===== src/calib_pkg.sv =====
package calib_pkg;

  // Memory address field widths
  localparam int ROW_W  = 14;
  localparam int COL_W  = 10;
  localparam int BK_W   = 4;

  localparam int DATA_W = 256;  // Packet payload
  localparam int PRIO_W = 2;
  localparam int LEN_W  = 32;   // Width of march_len

  // Result memory geometry
  localparam int RES_DEPTH = 4096;
  localparam int RES_AW    = 12;

  // Last row of the X-march walk before the column steps
  localparam logic [ROW_W-1:0] ROW_WRAP = 14'd63;

  typedef enum logic {
    READ  = 1'b0,
    WRITE = 1'b1
  } req_e;

  // March types; FULL_XMARCH is reserved and treated as unsupported
  typedef enum logic [5:0] {
    XMARCH      = 6'd0,
    FULL_XMARCH = 6'd1
  } march_e;

  typedef enum logic [5:0] {
    DT_ZERO  = 6'd0,
    DT_ONE   = 6'd1,
    DT_HALF  = 6'd2,
    DT_W16   = 6'd3,
    DT_CHECK = 6'd4,
    DT_ADDR  = 6'd5
  } data_e;

  // Request packet towards the scheduler and also used for responses
  typedef struct packed {
    req_e              req_type;
    logic [BK_W-1:0]   bk_addr;
    logic [ROW_W-1:0]  row_addr;
    logic [COL_W-1:0]  col_addr;
    logic [DATA_W-1:0] data;
    logic [PRIO_W-1:0] prio;
  } pkt_t;

endpackage


===== src/cal_cfg_if.sv =====
`timescale 1ns/1ps

// Start strobe and run configuration from the calibration handler
interface cal_cfg_if;

  logic                        start;       // One-cycle start strobe
  calib_pkg::march_e           march_type;
  calib_pkg::data_e            data_type;
  logic [calib_pkg::LEN_W-1:0] march_len;   // Packets per phase where 0 means 1

  // Sequencer needs the whole configuration
  modport seq (
    input start, march_type, data_type, march_len
  );

  // Capture block only restarts its count
  modport cap (
    input start
  );

endinterface


===== src/march_seq.sv =====
`timescale 1ns/1ps

module march_seq (
  input  logic                        clk,
  input  logic                        rst,
  cal_cfg_if.seq                      cfg,
  input  logic                        sched_rdy,
  input  logic [calib_pkg::LEN_W-1:0] rsp_cnt,
  output logic                        pkt_valid,
  output calib_pkg::pkt_t             pkt,
  output logic                        done
);

  typedef enum logic [1:0] {
    IDLE,
    XWRITE,
    XREAD,
    WAIT
  } state_e;

  state_e                          state;
  logic [calib_pkg::LEN_W-1:0]     cnt;         // Packets left in phase minus one
  logic [calib_pkg::LEN_W-1:0]     pkt_total;   // N
  logic [calib_pkg::LEN_W-1:0]     last_idx;    // N-1
  logic                            supported;
  logic                            launch;
  logic                            xfer;
  logic                            phase_end;
  logic                            load;
  calib_pkg::req_e                 nxt_req;
  logic [calib_pkg::ROW_W-1:0]     nxt_row;
  logic [calib_pkg::COL_W-1:0]     nxt_col;
  logic [calib_pkg::DATA_W-1:0]    nxt_data;

  // A length of zero still runs one packet per phase
  assign pkt_total = (cfg.march_len == '0) ? {{(calib_pkg::LEN_W-1){1'b0}}, 1'b1}
                                           : cfg.march_len;
  assign last_idx  = pkt_total - 1'b1;

  assign supported = (cfg.march_type == calib_pkg::XMARCH);
  assign launch    = (state == IDLE) && cfg.start && supported;
  assign xfer      = pkt_valid && sched_rdy;
  assign phase_end = (cnt == '0);
  assign load      = launch || (xfer && (state == XWRITE || state == XREAD));

  // Address and type of the packet that follows the current one
  always_comb begin
    nxt_row = '0;
    nxt_col = '0;
    nxt_req = pkt.req_type;
    if (state == IDLE) begin
      nxt_req = calib_pkg::WRITE;  // Every run opens with writes at row 0, col 0
    end else if (phase_end) begin
      nxt_req = calib_pkg::READ;   // Read phase restarts the walk
    end else if (pkt.row_addr == calib_pkg::ROW_WRAP) begin
      nxt_col = pkt.col_addr + 1'b1;
    end else begin
      nxt_row = pkt.row_addr + 1'b1;
      nxt_col = pkt.col_addr;
    end
  end

  ptn_data_gen u_ptn_data_gen (
    .data_type (cfg.data_type),
    .bk_addr   ('0),             // Bank stays 0 for X-march
    .row_addr  (nxt_row),
    .col_addr  (nxt_col),
    .data      (nxt_data)
  );

  always_ff @(posedge clk or posedge rst) begin
    if (rst) begin
      state     <= IDLE;
      cnt       <= '0;
      pkt_valid <= 1'b0;
      done      <= 1'b0;
    end else begin
      done <= 1'b0;
      case (state)
        IDLE: begin
          if (cfg.start) begin
            if (supported) begin
              state     <= XWRITE;
              cnt       <= last_idx;
              pkt_valid <= 1'b1;
            end else begin
              done <= 1'b1;  // Nothing to send for this type
            end
          end
        end
        XWRITE: begin
          if (xfer) begin
            if (phase_end) begin
              state <= XREAD;
              cnt   <= last_idx;
            end else begin
              cnt <= cnt - 1'b1;
            end
          end
        end
        XREAD: begin
          if (xfer) begin
            if (phase_end) begin
              state     <= WAIT;
              pkt_valid <= 1'b0;
            end else begin
              cnt <= cnt - 1'b1;
            end
          end
        end
        WAIT: begin
          // Hold until every read has come back
          if (rsp_cnt >= pkt_total) begin
            state <= IDLE;
            done  <= 1'b1;
          end
        end
        default: state <= IDLE;
      endcase
    end
  end

  // Outgoing packet register
  always_ff @(posedge clk) begin
    if (load) begin
      pkt.req_type <= nxt_req;
      pkt.bk_addr  <= '0;
      pkt.row_addr <= nxt_row;
      pkt.col_addr <= nxt_col;
      pkt.data     <= nxt_data;
      pkt.prio     <= '0;
    end
  end

  // Scheduler may stall; the offered packet must not move
  a_pkt_hold: assert property (@(posedge clk) disable iff (rst)
    pkt_valid && !sched_rdy |=> pkt_valid && $stable(pkt))
    else $error("packet changed while stalled");

  a_done_idle: assert property (@(posedge clk) disable iff (rst)
    !(done && pkt_valid))
    else $error("done raised while a packet is offered");

endmodule


===== src/ptn_data_gen.sv =====
`timescale 1ns/1ps

module ptn_data_gen (
  input  calib_pkg::data_e              data_type,
  input  logic [calib_pkg::BK_W-1:0]    bk_addr,
  input  logic [calib_pkg::ROW_W-1:0]   row_addr,
  input  logic [calib_pkg::COL_W-1:0]   col_addr,
  output logic [calib_pkg::DATA_W-1:0]  data
);

  // Bank, row and column each padded up to a byte boundary
  // bank 4b -> 8b, row 14b -> 16b, col 10b -> 16b
  logic [39:0] addr_word;

  assign addr_word = {4'd0, bk_addr, 2'd0, row_addr, 6'd0, col_addr};

  always_comb begin
    data = '0;
    case (data_type)
      calib_pkg::DT_ZERO: begin
        data = '0;
      end
      calib_pkg::DT_ONE: begin
        data = '1;
      end
      calib_pkg::DT_HALF: begin  // Upper half low, lower half high
        data = {{(calib_pkg::DATA_W/2){1'b0}}, {(calib_pkg::DATA_W/2){1'b1}}};
      end
      calib_pkg::DT_W16: begin
        data = {(calib_pkg::DATA_W/32){32'h0000FFFF}};
      end
      calib_pkg::DT_CHECK: begin
        data = {(calib_pkg::DATA_W/32){32'hAAAA5555}};
      end
      calib_pkg::DT_ADDR: begin
        data[$bits(addr_word)-1:0] = addr_word;  // Zero-extended above
      end
      default: begin
        data = '0;  // Unknown code
      end
    endcase
  end

endmodule


===== src/flat_wrapper.sv =====
// flat-port wrapper written by rule: the top's interface ports become plain ports
module march_seq_flat 
  (clk, rst, sched_rdy, rsp_cnt, pkt_valid, pkt, done, cfg_start, cfg_march_type, cfg_data_type, cfg_march_len);
  cal_cfg_if cfg_i ();
  input  logic clk;
  input  logic rst;
  input  logic sched_rdy;
  input  logic [calib_pkg::LEN_W-1:0] rsp_cnt;
  output logic pkt_valid;
  output calib_pkg::pkt_t pkt;
  output logic done;
  input wire logic [$bits(cfg_i.start)-1:0] cfg_start;
  input wire logic [$bits(cfg_i.march_type)-1:0] cfg_march_type;
  input wire logic [$bits(cfg_i.data_type)-1:0] cfg_data_type;
  input wire logic [$bits(cfg_i.march_len)-1:0] cfg_march_len;
  assign cfg_i.start = cfg_start;
  assign cfg_i.march_type = cfg_march_type;
  assign cfg_i.data_type = cfg_data_type;
  assign cfg_i.march_len = cfg_march_len;
  march_seq u_core (.clk(clk), .rst(rst), .cfg(cfg_i), .sched_rdy(sched_rdy), .rsp_cnt(rsp_cnt), .pkt_valid(pkt_valid), .pkt(pkt), .done(done));
endmodule

===== config.mk =====
export PLATFORM = sky130hd
export DESIGN_NAME = march_seq_flat
export DESIGN_NICKNAME = d
export VERILOG_FILES = /design/src/calib_pkg.sv /design/src/cal_cfg_if.sv /design/src/march_seq.sv /design/src/ptn_data_gen.sv /design/src/flat_wrapper.sv
export SDC_FILE = /design/constraint.sdc
export NUM_CORES = 1
export LEC_CHECK = 0
export BUFFER_PORTS_ARGS = -buffer_cell sky130_fd_sc_hd__buf_2
export CAP_MARGIN = 20
export CORE_MARGIN = 5
export CORE_UTILIZATION = 40
export DETAILED_ROUTE_END_ITERATION = 8
export GPL_ROUTABILITY_DRIVEN = 0
export PLACE_DENSITY = 0.73
export SKIP_LAST_GASP = 1
export SLEW_MARGIN = 0
export SYNTH_ARGS = -nofsm -noshare
export SYNTH_HDL_FRONTEND = slang
export SYNTH_SLANG_ARGS = --single-unit

===== constraint.sdc =====
create_clock -name clk -period 5.95 [get_ports clk]
set_input_delay 0.595 -clock clk [delete_from_list [all_inputs] [get_ports clk]]
set_output_delay 0.595 -clock clk [all_outputs]
set_load 0.01 [all_outputs]

# [Word-level counts from Yosys, hierarchy flattened]
# Cells that the tools add are included.
[classes] n_div=0 shifts=0 n_reduce_logical=18 muxes=33 addsub=4 mul=0 n_lt_le_gt_ge=1 n_eq_ne=17 n_bitwise=0
[ops] operator="$pmux W216 S4" count=1
[ops] operator="$mux W32" count=7
[ops] operator="$pmux W40 S4" count=1
[ops] operator="$pmux W32 S3" count=1
[ops] operator="$logic_not A32 Y1" count=2
[ops] operator="$sub A32 B1 Y32 const B" count=2
[ops] operator="$mux W14" count=3
[ops] operator="$ge A32 B32 Y1" count=1
[ops] operator="$mux W10" count=3
[ops] operator="$add A14 B1 Y14 const B" count=1
[ops] operator="$eq A14 B6 Y1 const B" count=1
[ops] operator="$mux W2" count=7
[ops] operator="$eq A6 B2 Y1 const B" count=2
[ops] operator="$eq A6 B3 Y1 const B" count=2
[ops] operator="$ne A2 B1 Y1 const B" count=6
[ops] operator="$add A10 B1 Y10 const B" count=1
[ops] operator="$pmux W2 S4" count=1
[ops] operator="$mux W1" count=7
[ops] operator="$reduce_and A7 Y1" count=1
[ops] operator="$eq A6 B1 Y1 const B" count=1
[ops] operator="$logic_not A6 Y1" count=1
[ops] operator="$reduce_and A6 Y1" count=1
[ops] operator="$reduce_and A5 Y1" count=1
[ops] operator="$eq A2 B2 Y1 const B" count=2
[ops] operator="10 further kinds" count=17
[totals] romBits=0 register_bits=317 out_inout_bits=289 ram_bits=0 latch_bits=0 input_bits=80 memories=0

# [Longest topological paths before layout]
[depth] word_depth=6 mapped_depth=16 depth_no_buf=16

# [Hierarchy]
# From an unflattened synthesis, not the netlist that was laid out.
[hier_totals] hier_cells=1160 area_unflattened_um2=15056.9
[modules_own_cells] mod="march_seq" cells_each=886 area_each_um2=12982.5 n_inst=1
[modules_own_cells] mod="ptn_data_gen" cells_each=274 area_each_um2=2074.5 n_inst=1

# [Worst setup path after synthesis]
# No wires, ideal clock.
[synth_timing] kind="reg-to-reg" start="register u_core.state[0]" end="register u_core.pkt[286] (netlist name)" setup_ns=0.310 path_slack_ns=0.124 stages_incl_launch_ff=6 path_buffers=0 t_arrival_ns=5.515 period_less_slack_ns=5.826 required_ns=5.640 path_cell_list="dfrtp_1 -> inv_1 -> ha_1 -> nand2_1 -> o21ai_0 -> and2_1"
[synth_via] elab_chain_len=5
[synth_lines] item="start, declared" line="march_seq.sv:21" text="state_e state;"
[synth_lines] item="start signal, assigned" line="march_seq.sv:73" text="state <= IDLE;"
[synth_lines] item="start signal, assigned" line="march_seq.sv:83" text="state <= XWRITE;"
[synth_lines] item="start signal, assigned" line="march_seq.sv:94" text="state <= XREAD;"
[synth_lines] item="$eq A2 B1 Y1 (tied with other cells)" line="march_seq.sv:44" text="assign load = launch || (xfer && (state == XWRITE || state == XREAD));"
[synth_lines] item="$logic_or A1 B1 Y1 or $logic_and A1 B1 Y1 (tied branches)" line="march_seq.sv:44, march_seq.sv:41"
[synth_lines] item="$logic_and A1 B1 Y1, on equally long branches" line="march_seq.sv:44, march_seq.sv:41"
[synth_lines] item="$logic_or A1 B1 Y1 (*)" line="march_seq.sv:44"
[synth_lines] item="named net u_core.load" line="march_seq.sv:29" text="logic load;"
[synth_lines] item="$reduce_and A2 Y1 (no source line) (*)"
# Mark *: on every way through the listed nets, which the timed path passes. The rest lies on a longest branch.
# A chain may end at the register's enable or synchronous reset.

# [Final worst setup path]
[layout_timing] start="input port cfg_march_len[19]" end="register u_core.state[1]"
[layout_via] elab_chain_len=5
[layout_lines] item="start, declared" line="flat_wrapper.sv:15" text="input wire logic [$bits(cfg_i.march_len)-1:0] cfg_march_len;"
[layout_lines] item="$logic_not A32 Y1" line="march_seq.sv:36" text="assign pkt_total = (cfg.march_len == '0) ? {{(calib_pkg::LEN_W-1){1'b0}}, 1'b1}"
[layout_lines] item="$mux W32 (*)" line="march_seq.sv:36"
[layout_lines] item="$ge A32 B32 Y1 (*)" line="march_seq.sv:113" text="if (rsp_cnt >= pkt_total) begin"
[layout_lines] item="$ne A2 B1 Y1 (no source line) (*)"
[layout_lines] item="$reduce_and A7 Y1 (no source line) (*)"
[layout_lines] item="end signal, assigned" line="march_seq.sv:104" text="state <= WAIT;"
[layout_lines] item="end signal, assigned" line="march_seq.sv:114" text="state <= IDLE;"
[layout_lines] item="end signal, assigned" line="march_seq.sv:118" text="default: state <= IDLE;"
# Every way passes the cells marked *; elsewhere a longest branch is shown, timed or not.

==> impl_metrics.tcl <==
set metrics [dict create \
    period_share 0.754 \
    dr.pass1.iters 5 \
    stdcell_area_mm2 0.00872 \
    r2r_slack_ns 2.19 \
    synth_common_cells "buf_4, nor2_1, edfxtp_1" \
    place_ws_ns 1.10 \
    required_ns 6.17 \
    p_leak_uw 0.00360 \
    path_class "input pin to register" \
    fin_nets 1163 \
    place_inst 1296 \
    row_count 51 \
    root_buffer "clkbuf_16" \
    vias 6488 \
    grt_max_degree 62 \
    grt_pass1_vias 5968 \
    cap_violations 0 \
    critPathMaxFanout 5 \
    finalSetupViolCount 0 \
    hold_class "input pin to async pin" \
    initial_core_util 0.408 \
    end_kind "register" \
    syn_area_mm2 0.00797 \
    crit_path_max_incr_delay_ns 0.56 \
    yosysMostFrequentCell "buf_4" \
    core_area_mm2 0.0195 \
    ys_top_cells_by_area "edfxtp_1, buf_4, dfrtp_1" \
    ant_nets 0 \
    worst_slack_ns 1.46 \
    status "finished, final reports clean" \
    critical_path_arrival_ns 4.71 \
    skew_ns 0.0109 \
    fin_cells 1313 \
    cts_setup_buffers 0 \
    routedWlPerCell_um 15.5 \
    yosysSeqAreaShare 0.343 \
    yosys.area.top_type_share 0.230 \
    wl_mm 20.4 \
    clkSlewWorstSetupHoldPaths_ns 0.06 \
    r2r_start "u_core.cnt[0]" \
    viasPerCell 4.94 \
    fin_crit_ns 4.49 \
    grt_usage 0.167 \
    postCtsHoldBufs 0 \
    synthArstFlopShare 0.371 \
    place_hpwl_mm 16.0 \
    cts_made_buffers 9 \
    ctsHtreeMaxLevel 3 \
    synth_top_cell_by_area "edfxtp_1" \
    r2r-end "u_core.cnt[12]" \
    yosysWarnings 0 \
    overflow 0 \
    num_io_pins 369 \
    cts_buffer_depth 2 \
    synth_seq_cells 97 \
    start_kind "input pin" \
    fp.dieArea_mm2 0.0229 \
    ys_types 62 \
    maxSlewViolCount 0 \
    power_density_mw_per_mm2 168 \
    slew_headroom 0.340 \
    ys.flop_type "edfxtp_1" \
    netlist_instances 904 \
    r2r_cells 10 \
    rsz0062_at_grt "false" \
    postLayoutCoreUtil 0.446 \
    critical-path-slowest-cell "or4_4" \
    diodes 0 \
    path_cells "buf_2, or4_4, or4_4, or3_4, or3_4, nor2_2, nor2_1, inv_1, ha_1, nor2_1, a21oi_1, o31ai_1, a21oi_1, or4_1, a31oi_1, a21oi_2, mux2_2" \
    cts_tree "yes" \
    port_buffers 362 \
    tightest_slew_ns 0.981 \
    nFillCells 1951 \
    hold_viol_final 0 \
    antenna_found_initial 1 \
    fin_setup_tns_ns 0 \
    die_h_um 151 \
    synth_edf_count 61 \
    grt_pass1_wl_mm 30.7 \
    vdd_drop_max_mv 0.134 \
    insertion_delay_ns 0.34 \
    avgSynthCellArea_um2 8.82 \
    area_growth_pct 9.37 \
    route.detailed.drc 0 \
    cts_resized 0 \
    fmax_ghz 0.223 \
    final_layout_size_suffix_gt1_frac 0.382 \
    cts.sinks 97 \
    drtIter0Drc 559 \
    die_w_um 151 \
    post_dp_cell_area_mm2 0.00838 \
]
[sequential cells by signal (all words and copies together), names as in the netlist]
signal	flops
u_core.done	1
u_core.pkt_valid	1
u_core.state	2
u_core.cnt	32
u_core.pkt	61
[cells in the final DEF (no fill, tap or decap), types with 7 or more instances in the layout]
cell	n
dfrtp_1	36
nor3_1	23
buf_2	362
o221ai_1	9
or3_1	7
o21ai_0	35
nand3_1	20
ha_1	40
nand2_1	59
nor4_1	13
o31ai_1	11
xnor2_1	38
inv_1	51
nand4_1	8
and3_1	9
o21ai_1	32
nor2_1	81
edfxtp_1	61
xor2_1	12
clkbuf_16	10
a21oi_1	33
[worst max path at each step]
stage | slack (ns) | to | startpoint
5_1_grt | 1.16 | u_core.state[1] | cfg_march_len[19]
4_1_cts | 1.47 | u_core.state[1] | cfg_march_len[19]
3_5_place_dp | 1.10 | u_core.state[1] | cfg_march_len[19]
3_3_place_gp | 1.13 | u_core.state[1] | cfg_march_len[19]
6_report | 1.46 | u_core.state[1] | cfg_march_len[19]
2_1_floorplan | 0.12 | u_core.pkt[286] | u_core.state[0]
[final cells by class]
cell class	count	area (um^2)	area share
multi-input cells	517	3290	0.377
inverters	51	191	0.0220
well taps	265	332	0.0380
clock inverters	4	50.0	0.00574
repair buffers	367	1870	0.214
flip-flops and latches	97	2730	0.313
clock buffers	12	258	0.0296
[worst max-delay path: cells and delay by family]
| family | cells | cell delay, ns |
|---|---|---|
| buffers and inverters | 2 | 0.18 |
| and+or+nand+nor | 8 | 2.66 |
| AOI/OAI and AO/OA | 5 | 0.78 |
| adders and majority gates | 1 | 0.21 |
| muxes | 1 | 0.27 |
[through the flow]
| step | power, uW | hold slack [ns] |
|---|---|---|
| after detailed placement | 875 | 0.477 |
| final | 1470 | 0.371 |
| after global routing | 1530 | 0.425 |
| after global placement | 871 | 0.467 |
| after CTS | 1480 | 0.386 |
| after floorplan | 820 | 0.456 |
[where the power goes]
group	internal [uW]	switching, uW
Combinational	59.8	77.2
Clock	352	250
Sequential	719	6.99
Total	1130	334
[cells by family (layout without fill, tap and decap cells)]
logic type                 after synthesis  in the layout  share of synthesized area
other                                    1              6                   0.000470
xor gates and xnor gates                50             50                     0.0549
muxes                                    4              4                    0.00518
and+or+nand+nor                        260            260                      0.164
buffers and inverters                  295            434                      0.249
adders and majority gates               40             40                     0.0628
AOI/OAI and AO/OA                      157            157                      0.121
DFF                                     97             97                      0.343
[layer usage]
layer  vias to the layer above  track usage  part of all wire
met3                        17       0.0209             0.070
met4                         0       0.0390             0.011
li1                       3191            -                 -
met5                         -            0                 0
met1                      3001        0.216              0.42
met2                       279        0.298              0.49
Note: power is estimated with default switching activity, not from simulation.
