<file path="config.mk">
export PLATFORM = sky130hd
export DESIGN_NAME = resp_capture_flat
export DESIGN_NICKNAME = d
export VERILOG_FILES = /design/src/calib_pkg.sv /design/src/cal_cfg_if.sv /design/src/resp_capture.sv /design/src/flat_wrapper.sv
export SDC_FILE = /design/constraint.sdc
export NUM_CORES = 1
export LEC_CHECK = 0
export BUFFER_PORTS_ARGS = -buffer_cell sky130_fd_sc_hd__clkbuf_2
export CAP_MARGIN = 10
export CORE_AREA = 2 2 228 230
export CTS_CLUSTER_DIAMETER = 40
export DETAILED_ROUTE_END_ITERATION = 12
export DIE_AREA = 0 0 230 232
export SETUP_SLACK_MARGIN = 0.5
export SLEW_MARGIN = 0
export SYNTH_ARGS = -nofsm -noshare
export SYNTH_HDL_FRONTEND = slang
export SYNTH_SLANG_ARGS = --single-unit
</file>
<file path="constraint.sdc">
create_clock -name clk -period 2.4 [get_ports clk]
set_clock_uncertainty 0.05 [all_clocks]
set_input_delay 0.12 -clock clk [delete_from_list [all_inputs] [get_ports clk]]
set_output_delay 0.12 -clock clk [all_outputs]
set_load 0.05 [all_outputs]
</file>
<file path="src/calib_pkg.sv">
package calib_pkg;

  // Memory address field widths
  localparam int ROW_W  = 14;
  localparam int COL_W  = 10;
  localparam int BK_W   = 4;

  localparam int DATA_W = 256;  // Packet payload
  localparam int PRIO_W = 2;
  localparam int LEN_W  = 32;   // Width of march_len

  // Result memory geometry
  localparam int RES_DEPTH = 4096;
  localparam int RES_AW    = 12;

  // Last row of the X-march walk before the column steps
  localparam logic [ROW_W-1:0] ROW_WRAP = 14'd63;

  typedef enum logic {
    READ  = 1'b0,
    WRITE = 1'b1
  } req_e;

  // March types; FULL_XMARCH is reserved and treated as unsupported
  typedef enum logic [5:0] {
    XMARCH      = 6'd0,
    FULL_XMARCH = 6'd1
  } march_e;

  typedef enum logic [5:0] {
    DT_ZERO  = 6'd0,
    DT_ONE   = 6'd1,
    DT_HALF  = 6'd2,
    DT_W16   = 6'd3,
    DT_CHECK = 6'd4,
    DT_ADDR  = 6'd5
  } data_e;

  // Request packet towards the scheduler and also used for responses
  typedef struct packed {
    req_e              req_type;
    logic [BK_W-1:0]   bk_addr;
    logic [ROW_W-1:0]  row_addr;
    logic [COL_W-1:0]  col_addr;
    logic [DATA_W-1:0] data;
    logic [PRIO_W-1:0] prio;
  } pkt_t;

endpackage

</file>
<file path="src/cal_cfg_if.sv">
`timescale 1ns/1ps

// Start strobe and run configuration from the calibration handler
interface cal_cfg_if;

  logic                        start;       // One-cycle start strobe
  calib_pkg::march_e           march_type;
  calib_pkg::data_e            data_type;
  logic [calib_pkg::LEN_W-1:0] march_len;   // Packets per phase where 0 means 1

  // Sequencer needs the whole configuration
  modport seq (
    input start, march_type, data_type, march_len
  );

  // Capture block only restarts its count
  modport cap (
    input start
  );

endinterface

</file>
<file path="src/resp_capture.sv">
`timescale 1ns/1ps

module resp_capture (
  input  logic                         clk,
  input  logic                         rst,
  cal_cfg_if.cap                       cfg,
  input  logic                         rsp_valid,
  input  calib_pkg::pkt_t              rsp_pkt,
  output logic                         wr_en,
  output logic [calib_pkg::RES_AW-1:0] wr_addr,
  output logic [calib_pkg::DATA_W-1:0] wr_data,
  output logic [calib_pkg::LEN_W-1:0]  rsp_cnt
);

  logic                         rsp_valid_d;
  logic [calib_pkg::DATA_W-1:0] rsp_data_d;  // Response payload one cycle late

  always_ff @(posedge clk or posedge rst) begin
    if (rst) begin
      rsp_valid_d <= 1'b0;
      rsp_cnt     <= '0;
    end else begin
      rsp_valid_d <= rsp_valid;
      if (cfg.start) begin
        rsp_cnt <= '0;            // New run restarts at address 0
      end else if (rsp_valid_d) begin
        rsp_cnt <= rsp_cnt + 1'b1;
      end
    end
  end

  always_ff @(posedge clk) begin
    if (rsp_valid) begin
      rsp_data_d <= rsp_pkt.data;
    end
  end

  // Count doubles as the write pointer
  assign wr_en   = rsp_valid_d;
  assign wr_addr = rsp_cnt[calib_pkg::RES_AW-1:0];
  assign wr_data = rsp_data_d;

  // More responses than the result memory holds would wrap over entry 0
  a_no_overflow: assert property (@(posedge clk) disable iff (rst)
    wr_en |-> (rsp_cnt < calib_pkg::RES_DEPTH))
    else $error("result memory full, response dropped");

endmodule

</file>
<file path="src/flat_wrapper.sv">
// flat-port wrapper written by rule: the top's interface ports become plain ports
module resp_capture_flat 
  (clk, rst, rsp_valid, rsp_pkt, wr_en, wr_addr, wr_data, rsp_cnt, cfg_start);
  cal_cfg_if cfg_i ();
  input  logic clk;
  input  logic rst;
  input  logic rsp_valid;
  input  calib_pkg::pkt_t rsp_pkt;
  output logic wr_en;
  output logic [calib_pkg::RES_AW-1:0] wr_addr;
  output logic [calib_pkg::DATA_W-1:0] wr_data;
  output logic [calib_pkg::LEN_W-1:0] rsp_cnt;
  input wire logic [$bits(cfg_i.start)-1:0] cfg_start;
  assign cfg_i.start = cfg_start;
  resp_capture u_core (.clk(clk), .rst(rst), .cfg(cfg_i), .rsp_valid(rsp_valid), .rsp_pkt(rsp_pkt), .wr_en(wr_en), .wr_addr(wr_addr), .wr_data(wr_data), .rsp_cnt(rsp_cnt));
endmodule
</file>
======== Word-level counts from Yosys, hierarchy flattened ========
Cells that the tools add are included.
operators by class
  multiplexer cells ....................... 2
  reductions and logical operators ........ 1
  add/sub/neg operators ................... 1
operators with widths
  operator                 number
  $mux W32                 2
  $add A32 B1 Y32 const B  1
  $reduce_bool A2 Y1       1
word-level totals
  output and inout port bits .............. 301
  register bits after elaboration ......... 289

======== Depth between registers and ports, before layout ========
Gate-level depths: netlist of run 1.
  word-level depth ........................ 3
  mapped depth ............................ 7
  gate-level depth less buffers ........... 5

======== Worst setup path before layout of run 1 ========
No wires, ideal clock.
  path type ............................... reg-to-reg
  start point ............................. register u_core.rsp_cnt[0] (netlist bit)
  end point ............................... register u_core.rsp_cnt[18] (netlist bit)
  stages on the path, launching flop included .. 8
  data required time ...................... 2225 ps
  buffers on the path ..................... 2
  period minus slack after synthesis ...... 2432 ps
  data arrival time ....................... 2257 ps
  path slack .............................. -32 ps
  cell sequence ........................... dfrtp_1 > ha_1 > o211ai_2 > or3_1 > buf_2 > buf_6 > nor3_1 > mux2_2
between the ends
  cells in the longest elaborated chain, start to end .. 3
RTL lines
  item                    line                text
  start, declared         resp_capture.sv:12  output logic [calib_pkg::LEN_W-1:0] rsp_cnt
  start signal, assigned  resp_capture.sv:27  rsp_cnt <= rsp_cnt + 1'b1;
  $add A32 B1 Y32         resp_capture.sv:27
  $mux W32                resp_capture.sv:26  end else if (rsp_valid_d) begin
  $mux W32                resp_capture.sv:24  if (cfg.start) begin
Every way passes these cells. The select of a mux whose other input is x is not followed.
A chain may end at the register's enable or synchronous reset.

======== Worst setup path in the final report of run 1 ========
  start point ............................. register u_core.rsp_cnt[0] (netlist bit)
  end point ............................... register u_core.rsp_cnt[29] (netlist bit)
Same word-level chain as after synthesis.

==> run_results.csv, run 1 <==
group,metric,value,unit
die,die_h,232,um
grt,grt_usage,12.98,%
power,p_leak,7.670,nW
power,power_switching,4.527,mW
yosys,yosys_warnings,0,
die,fp.dieArea,0.05336,sq mm
yosys,yosysTopAreaCell,"edfxtp_1",
timing,finalHoldViolations,0,
routing,wl_per_cell,17.95,um
setup_path,required,2.80,ns
timing,rsz0062_at_grt,"yes",
routing,ant_nets,0,
cts,path_clk_slew,0.05,ns
timing,tightest_slew,0.8163,ns
grt,grt_pass1_wl,51150,um
timing,clock.fmax,512.6,MHz
setup_path,r2r-start,"u_core.rsp_cnt[0]$_DFFE_PP0P_",
placement,place.gp.congestion,0.8314,
timing,finalSetupViolCount,0,
timing,drv_slew,0,
timing,maxSlewHeadroom,45.52,%
grt,antenna_found_initial,7,
cts,h-tree-depth,2,
grt,grt_pass1_vias,8083,
layout,multi_input_area,0.001017,sq mm
grt,grt_max_degree,77,
layout,area_growth,89.78,%
yosys,ys_seq_area_share,89.68,%
yosys,syn_inst,446,
yosys,async_reset_ff_share,11.42,%
routing,drt-total-wl,37080,um
yosys,syn_area,0.009493,sq mm
routing,vias,7844,
power,swShare,28.36,%
timing,period_share,81.28,%
yosys,synth_top_area_share,80.98,%
yosys,syn_nets,738,
cts,cts_buffers,51,
timing,setup_tns,0,ns
run_status,status,"finished clean",
setup_path,worstSetupPathType,"flip-flop to flip-flop",
setup_path,reg2reg_slack,0.45,ns
yosys,ys_ff_latch,289,
routing,via_per_inst,3.797,
placement,placement.io_buffers,560,
job,maxCapViolations,0,
power,p_comb_share,15.1,%
layout,fin_area,0.01802,sq mm
setup_path,r2r_cells,5,
power,p_per_area,886.0,mW/mm^2
die,io_pins,592,
layout,fillers,4861,
routing,drt_iter0_markers,354,
placement,hpwl,25920,um
cts,cts.sinks,289,
placement,placed_area,0.01327,sq mm
layout,drive_above_1_share,53.69,%
cts,clockRootBuffer,"clkbuf_16",
cts,cts_tree,"done",
die,die_w,230,um
hold_path,hold_path_class,"input port to async pin",
routing,firstDrtPassIters,4,
cts,clock_latency,0.57,ns
die,placement_rows,83,
setup_path,r2r_end,"u_core.rsp_cnt[29]$_DFFE_PP0P_",
yosys,synth_flop_cell,"edfxtp_1",
power,p_int,11.43,mW
power,seqPwrFrac,37.7,%
die,fp.coreArea,0.05089,sq mm
yosys,ys_top_cells_by_area,"edfxtp_1, dfrtp_1, buf_4",
yosys,syn_area_per_cell,21.28,sq um
routing,drcViolationCount,0,
power,peakVddDrop,0.5030,mV
yosys,netlist_top_cells_count,"edfxtp_1, dfrtp_1, a21oi_1, nor2_1, buf_4",
setup_path,end_kind,"flip-flop",
cts,clk_path_buf_depth,3,
power,clkPwrFrac,47.2,%
yosys,synth.most_common_cell,"edfxtp_1",
timing,min_period,1.951,ns
setup_path,start_kind,"flip-flop",
setup_path,crit_fanout,7,
layout,final_nets,1631,
yosys,synth-edff-count,256,
grt,gr-total-overflow,0,
yosys,ys_types,30,
setup_path,arrival,2.35,ns
layout,ff_latch_area,0.008543,sq mm
die,start_util,18.66,%
-- cell families after synthesis --
family	after synthesis	synth area share, %
DFF	289	89.68
and+or+nand+nor	77	4.455
AOI/OAI and AO/OA	36	2.372
buffers and inverters	28	1.858
xor gates and xnor gates	10	0.9227
muxes	5	0.5799
adders and majority gates	1	0.1318
-- final cells by class --
cell class,instances,share of cell area [%]
well taps,680,4.723
clock inverters,38,2.771
clock buffers,58,7.230
inverters,5,0.1042
flip-flops and latches,289,47.42
multi-input cells,133,5.646
repair buffers,859,32.05
diodes,4,0.05556
-- critical path, stage by stage, from the launching register on --
cell,delay [ns]
dfrtp_2,0.39
buf_4,0.13
o2111ai_4,0.16
or3_4,0.49
nor4_4,0.28
mux2_4,0.33
-- placed cells by master, fill, tap and decap left out, drive strengths merged, types with 2 or more instances in the layout --
master,netlist,final
o31ai,11,11
or4,11,11
a21oi,17,17
and4,3,3
diode,0,4
nor4,6,6
edfxtp,256,256
nand4,4,4
clkbuf,2,617
nor2b,4,4
or3,9,13
clkinvlp,0,4
dfrtp,33,33
nor2,16,16
dlygate4sd3,0,259
inv,5,19
buf,21,41
o21ai,6,6
nand2,11,11
bufinv,0,8
nand3,9,9
mux2,4,4
xnor2,9,9
clkinv,0,12
nor3,2,2
-- power groups by stage --
stage | logic, mW | registers (mW) | clock network, mW
after floorplan | 0.0464 | 7.35 | 0
after global placement | 2.03 | 6.11 | 0
after detailed placement | 2.03 | 6.12 | 0
after CTS | 2.40 | 6.03 | 7.70
after global routing | 2.49 | 6.05 | 7.94
final | 2.41 | 6.02 | 7.53
-- sequential cells by signal, indices dropped and copies added, names as in the netlist --
signal and flops:
u_core.wr_en 1, u_core.rsp_cnt 32, u_core.wr_data 256
-- metrics by stage --
stage / util [%] / total power [mW] / hold WS [ns] / worst slack [ns] / instances
global placement: 26.08 / 8.138 / 0.2465 / 0.3165 / 1678
detailed placement: 26.08 / 8.155 / 0.2424 / 0.2650 / 1678
finish: 35.40 / 15.96 / 0.1850 / 0.4493 / 2066
global route: 35.39 / 16.49 / 0.1788 / 0.3653 / 2064
CTS: 34.80 / 16.13 / 0.1567 / 0.4995 / 2037
floorplan: - / 7.392 / 0.1015 / 0.3724 / 446
-- routing by layer --
layer  vias up  GRT usage [%]  wire (um)
met1      3844          13.74      13360
met5         -              0         45
met4         6          5.585       1207
met2       365          23.34      19430
li1       3559              -          -
met3        70          4.482       3042
-- what timing repair did --
| action | in CTS | in global routing |
|---|---|---|
| endpoints found under the setup margin | 19 | 13 |
| resized for setup | 3 | 27 |
| gates cloned | 2 | 2 |
| setup buffers | 2 | 23 |
| pin swaps | 1 | 13 |
| endpoints found under the hold margin | 280 | 0 |
| hold buffers | 259 | 0 |
-- how the worst max path moves through the flow --
stage | startpoint | end | slack [ns]
global placement | u_core.wr_en$_DFF_PP0_ | u_core.rsp_cnt[27]$_DFFE_PP0P_ | 0.32
detailed placement | u_core.wr_en$_DFF_PP0_ | u_core.rsp_cnt[31]$_DFFE_PP0P_ | 0.26
CTS | u_core.rsp_cnt[1]$_DFFE_PP0P_ | u_core.rsp_cnt[26]$_DFFE_PP0P_ | 0.50
global route | u_core.rsp_cnt[1]$_DFFE_PP0P_ | u_core.rsp_cnt[29]$_DFFE_PP0P_ | 0.37
floorplan | u_core.rsp_cnt[0]$_DFFE_PP0P_ | u_core.rsp_cnt[27]$_DFFE_PP0P_ | 0.37
finish | u_core.rsp_cnt[0]$_DFFE_PP0P_ | u_core.rsp_cnt[29]$_DFFE_PP0P_ | 0.45
Note: power is estimated with default switching activity, not from simulation.
==> run 2: changes to the inputs <==
- clock period: 2.4 -> 2 ns (I/O delays scaled with it)
==> run 2 against run 1 <==
  * Routed wire length fell by 0.16%
  * Largest cell class unchanged
  * Clock power up 12%
  * Cell count up 0.68%
  * First-iteration DRC count is 2.3% higher
  * Die area stayed put
  * Worst hold slack lost 0.070 ns
  * Combinational power increased by 22%
  * Cell area grew 2.6%
  * Setup slack worse by 0.37 ns
==> run_results.csv, run 2 (synthesized netlist as in run 1, its figures left out) <==
group,metric,value,unit
die,die_w,230,um
routing,ant_nets,0,
setup_path,start_kind,"flip-flop",
layout,largest_register_ffs,256,
cts,cts.sinks,289,
die,fp.coreArea,0.05089,sq mm
timing,drv_slew,0,
die,start_util,18.66,%
placement,placement.io_buffers,560,
die,io_pins,592,
grt,grt_pass1_vias,8437,
hold_path,hold_path_class,"input port to async pin",
placement,dp.cells,1689,
routing,vias,7906,
grt,antenna_found_initial,7,
setup_path,worstSetupPathType,"flip-flop to flip-flop",
cts,h-tree-depth,2,
cts,clock_latency,0.58,ns
cts,cts_tree,"done",
timing,setup_tns,0,ns
layout,drive_above_1_share,55.30,%
layout,area_growth,94.64,%
power,p_per_area,1008,mW/mm^2
timing,finalHoldViolations,0,
routing,wl_per_cell,17.80,um
cts,path_clk_slew,0.06,ns
power,power,18.62,mW
layout,final_nets,1648,
setup_path,r2r_cells,5,
power,peakVddDrop,0.5352,mV
placement,hpwl,24650,um
power,p_leak,7.861,nW
setup_path,required,2.45,ns
die,fp.dieArea,0.05336,sq mm
timing,rsz0062_at_grt,"yes",
setup_path,arrival,2.36,ns
timing,min_period,1.918,ns
grt,grt_max_degree,53,
die,placement_rows,83,
placement,place.gp.congestion,0.8825,
die,die_h,232,um
placement,placed_area,0.01334,sq mm
timing,maxSlewHeadroom,67.31,%
layout,final_common_cell,"clkbuf_2",
run_status,status,"finished clean",
layout,fin_area,0.01848,sq mm
routing,drcViolationCount,0,
setup_path,end_kind,"flip-flop",
layout,layout_common_cells,"clkbuf_2, dlygate4sd3_1, edfxtp_1, clkbuf_16, buf_4",
setup_path,crit_fanout,7,
timing,tightest_slew,0.4904,ns
timing,clock.fmax,521.4,MHz
grt,gr-total-overflow,0,
cts,clockRootBuffer,"clkbuf_16",
layout,final_cells,2080,
routing,via_per_inst,3.801,
routing,drt-total-wl,37020,um
grt,grt_pass1_wl,52280,um
grt,grt_usage,13.10,%
cts,clk_path_buf_depth,3,
placement,post-place-ws,0.01527,ns
cts,cts_buffers,49,
routing,firstDrtPassIters,5,
routing,drt_iter0_markers,362,
timing,finalWorstSetupSlack,0.08196,ns
job,maxCapViolations,0,
timing,period_share,95.90,%
timing,finalSetupViolCount,0,
run 2: cell types whose count changed in the layout (fill, tap and decap cells not counted), sizes merged:
cell | previous run | this run
buf | 41 | 79
bufinv | 8 | 4
clkbuf | 617 | 592
clkinv | 12 | 16
clkinvlp | 4 | 6
or3 | 13 | 12
run 2: metrics by stage:
step	hold slack, ns	utilization [%]
final	0.1153	36.31
after global routing	0.1395	36.30
after CTS	0.07310	35.62
after detailed placement	0.1621	26.22
after global placement	0.1525	26.22
after floorplan	0.08145	-
run 2: per-layer routing:
metal	share of wire (%)	vias to the layer above	track usage [%]
li1	-	3582	-
met1	37	3853	14.32
met2	52	391	23.81
met3	8.0	74	4.433
met4	2.5	6	4.093
met5	0.10	-	0
run 2: cell type report:
type / instances / area, sq um
well taps: 680 / 850.8
multi-input cells: 132 / 1076
inverters: 5 / 18.77
clock buffers: 51 / 1234
flip-flops and latches: 289 / 8543
diodes: 4 / 10.01
repair buffers: 879 / 6282
fillers: 4791 / 32410
clock inverters: 40 / 461.7
run 2: worst max-delay path, stage by stage (launching register included):
cell and delay, ns:
dfrtp_2 0.41, buf_12 0.11, o2111ai_4 0.11, or3_4 0.49, or4_4 0.53, a21oi_2 0.13
run 2: repair_timing:
item                                    4_1_cts  5_1_grt
buffers inserted                             18       15
endpoints found under the setup margin       44       52
cloned                                        4        0
resized for setup                            64       83
hold buffers                                259        0
endpoints found under the hold margin       343        0
pin swaps                                     6       18
run 2: report_power, final:
part	total (mW)	internal (mW)	leakage (nW)	switching (mW)
clock network	8.46	5.17	0.813	3.28
registers	7.21	7.06	2.92	0.149
logic	2.95	0.877	4.12	2.07
total	18.6	13.1	7.86	5.50
run 2: worst paths after layout:
path | start | to | slack (ns)
setup / recovery | u_core.rsp_cnt[0]$_DFFE_PP0P_ | u_core.rsp_cnt[31]$_DFFE_PP0P_ | 0.08
hold / removal | rst | u_core.rsp_cnt[1]$_DFFE_PP0P_ | 0.12
setup reg to reg | u_core.rsp_cnt[0]$_DFFE_PP0P_ | u_core.rsp_cnt[31]$_DFFE_PP0P_ | 0.08
hold reg to reg | u_core.rsp_cnt[25]$_DFFE_PP0P_ | u_core.rsp_cnt[25]$_DFFE_PP0P_ | 0.53
max in group asynchronous | rst | u_core.rsp_cnt[13]$_DFFE_PP0P_ | 1.42
min in group clk | rsp_pkt[227] | u_core.wr_data[225]$_DFFE_PP_ | 0.17
==> run 3: changes to the inputs <==
- ABC_CLOCK_PERIOD_IN_PS: default -> 2000
- CELL_PAD_IN_SITES_DETAIL_PLACEMENT: default -> 0
- CELL_PAD_IN_SITES_GLOBAL_PLACEMENT: default -> 1
- CORE_AREA: 2 2 228 230 -> 2 2 231 233
- DIE_AREA: 0 0 230 232 -> 0 0 233 235
- PLACE_DENSITY_LB_ADDON: default -> 0.1
==> run 3 against run 2 <==
  * Critical path depth is 2 higher
  * Combinational power about the same
  * Clock power increased by 29%
  * First-iteration DRC count is 24% lower
  * Setup slack improved by 0.045 ns
  * Maximum frequency is 2.4% higher
  * Count of clock-buffer cells in the layout up 37
  * Register-to-register slack better by 0.04 ns
  * Routed wire length increased by 9.6%
  * Cell count grew 1.3%
  * Via count decreased by 0.86%
  * Power grew 13%
  * Critical path type unchanged
  * Largest cell class unchanged
==> run_results.csv, run 3 (synthesized netlist as in run 1, its figures left out) <==
group,metric,value,unit
run_status,status,"finished clean",
cts,h-tree-depth,3,
timing,rsz0062_at_grt,"yes",
setup_path,cp_slowest_stage_delay,0.41,ns
routing,firstDrtPassIters,4,
setup_path,required,2.43,ns
layout,ff_latch_area,0.008543,sq mm
placement,placement.io_buffers,560,
routing,drt-total-wl,40560,um
timing,finalHoldViolations,0,
setup_path,path_depth,7,
die,io_pins,592,
grt,grt_max_degree,59,
setup_path,arrival,2.31,ns
die,placement_rows,84,
layout,multi_input_area,0.001028,sq mm
grt,antenna_found_initial,8,
setup_path,crit_slowest_cell,"dfrtp_2",
timing,drv_slew,0,
routing,drcViolationCount,0,
job,maxCapViolations,0,
die,start_util,18.17,%
placement,placed_area,0.01337,sq mm
timing,clock.fmax,533.9,MHz
cts,path_clk_slew,0.05,ns
layout,final_common_cell,"clkbuf_2",
timing,maxSlewHeadroom,67.43,%
layout,fin_area,0.01883,sq mm
routing,drt_iter0_markers,276,
timing,tightest_slew,0.4886,ns
cts,cts_buffers,68,
hold_path,hold_path_class,"input port to flip-flop",
power,p_leak,8.061,nW
cts,clockRootBuffer,"clkbuf_16",
layout,layout_common_cells,"clkbuf_2, dlygate4sd3_1, edfxtp_1, clkbuf_16, buf_4",
timing,period_share,93.66,%
timing,finalSetupViolCount,0,
power,power,20.99,mW
setup_path,start_kind,"flip-flop",
layout,fin_util,36.05,%
cts,clock_latency,0.56,ns
die,fp.coreArea,0.05224,sq mm
die,die_h,235,um
cts,cts.sinks,289,
routing,via_per_inst,3.718,
setup_path,reg2reg_slack,0.13,ns
layout,drive_above_1_share,54.41,%
setup_path,path_cells,"ha_4, o211ai_4, or3_4, buf_8, buf_6, or3_1, a21oi_2",
timing,min_period,1.873,ns
die,die_w,233,um
power,peakVddDrop,0.6140,mV
hold_path,holdPathStages,3,
routing,vias,7838,
grt,grt_pass1_wl,57440,um
setup_path,critical_path.top_delay_family,"simple AND/OR/NAND/NOR gates",
grt,grt_usage,14.47,%
layout,final_nets,1655,
setup_path,end_kind,"flip-flop",
setup_path,crit_buf_inv,2,
placement,hpwl,30050,um
die,fp.dieArea,0.05476,sq mm
setup_path,r2r_cells,7,
grt,gr-total-overflow,0,
cts,clk_path_buf_depth,3,
setup_path,crit_fanout,9,
placement,place.gp.congestion,0.7812,
layout,area_growth,98.38,%
power,p_per_area,1114,mW/mm^2
routing,ant_nets,0,
setup_path,worstSetupPathType,"flip-flop to flip-flop",
layout,largest_register_ffs,256,
grt,grt_pass1_vias,8414,
layout,fillers,5213,
routing,wl_per_cell,19.24,um
cts,cts_tree,"done",
[run 3: cell type report]
cell class	count	share of cell area [%]
Clock buffer	88	9.933
Sequential cell	289	45.37
Clock inverter	36	2.040
Multi-Input combinational cell	132	5.461
Timing Repair Buffer	867	32.49
Inverter	5	0.09966
Tap cell	688	4.571
Antenna cell	3	0.03986
[run 3: timing repair]
| action | 4_1_cts | 5_1_grt |
|---|---|---|
| hold buffers | 259 | 0 |
| endpoints found under the hold margin | 322 | 0 |
| pin swaps | 14 | 13 |
| buffers inserted | 17 | 2 |
| gates cloned | 3 | 1 |
| gates resized for setup | 66 | 41 |
| setup endpoints to repair | 42 | 43 |
[run 3: per-layer routing]
| layer | global-route usage, % | wire length [um] | part of all wire [%] |
|---|---|---|---|
| met5 | 0 | 70 | 0.17 |
| met4 | 5.578 | 1044 | 2.6 |
| met3 | 5.643 | 3707 | 9.1 |
| met2 | 26.13 | 21210 | 52 |
| met1 | 14.90 | 14530 | 36 |
[run 3: worst min-delay path, stage by stage]
cell,delay [ns]
clkbuf_2,0.15
buf_4,0.27
nor2_1,0.13
[run 3: final timing paths]
path	start	endpoint
max in group asynchronous	rst	u_core.rsp_cnt[10]$_DFFE_PP0P_
setup reg to reg	u_core.rsp_cnt[0]$_DFFE_PP0P_	u_core.rsp_cnt[14]$_DFFE_PP0P_
min in group asynchronous	rst	u_core.rsp_cnt[1]$_DFFE_PP0P_
hold reg to reg	u_core.rsp_cnt[31]$_DFFE_PP0P_	u_core.rsp_cnt[31]$_DFFE_PP0P_
setup / recovery	u_core.rsp_cnt[0]$_DFFE_PP0P_	u_core.rsp_cnt[14]$_DFFE_PP0P_
hold / removal	cfg_start	u_core.rsp_cnt[2]$_DFFE_PP0P_
[run 3: where the power goes]
group          switching (mW)  internal, mW  total, mW  leakage, nW
Sequential              0.111          7.07       7.18         2.92
Combinational            2.11         0.836       2.94         4.03
Clock                    3.50          7.36       10.9         1.10
[run 3: through the flow]
stage	setup TNS (ns)	worst slack (ns)	instances	hold slack, ns
2_1_floorplan	-0.1100	-0.02761	446	0.08145
4_1_cts	0	0.1383	2102	0.04708
6_report	0	0.1269	2108	0.08936
3_3_place_gp	0	0.07215	1699	0.1872
3_5_place_dp	0	0.05675	1699	0.1875
5_1_grt	0	0.06289	2108	0.08733
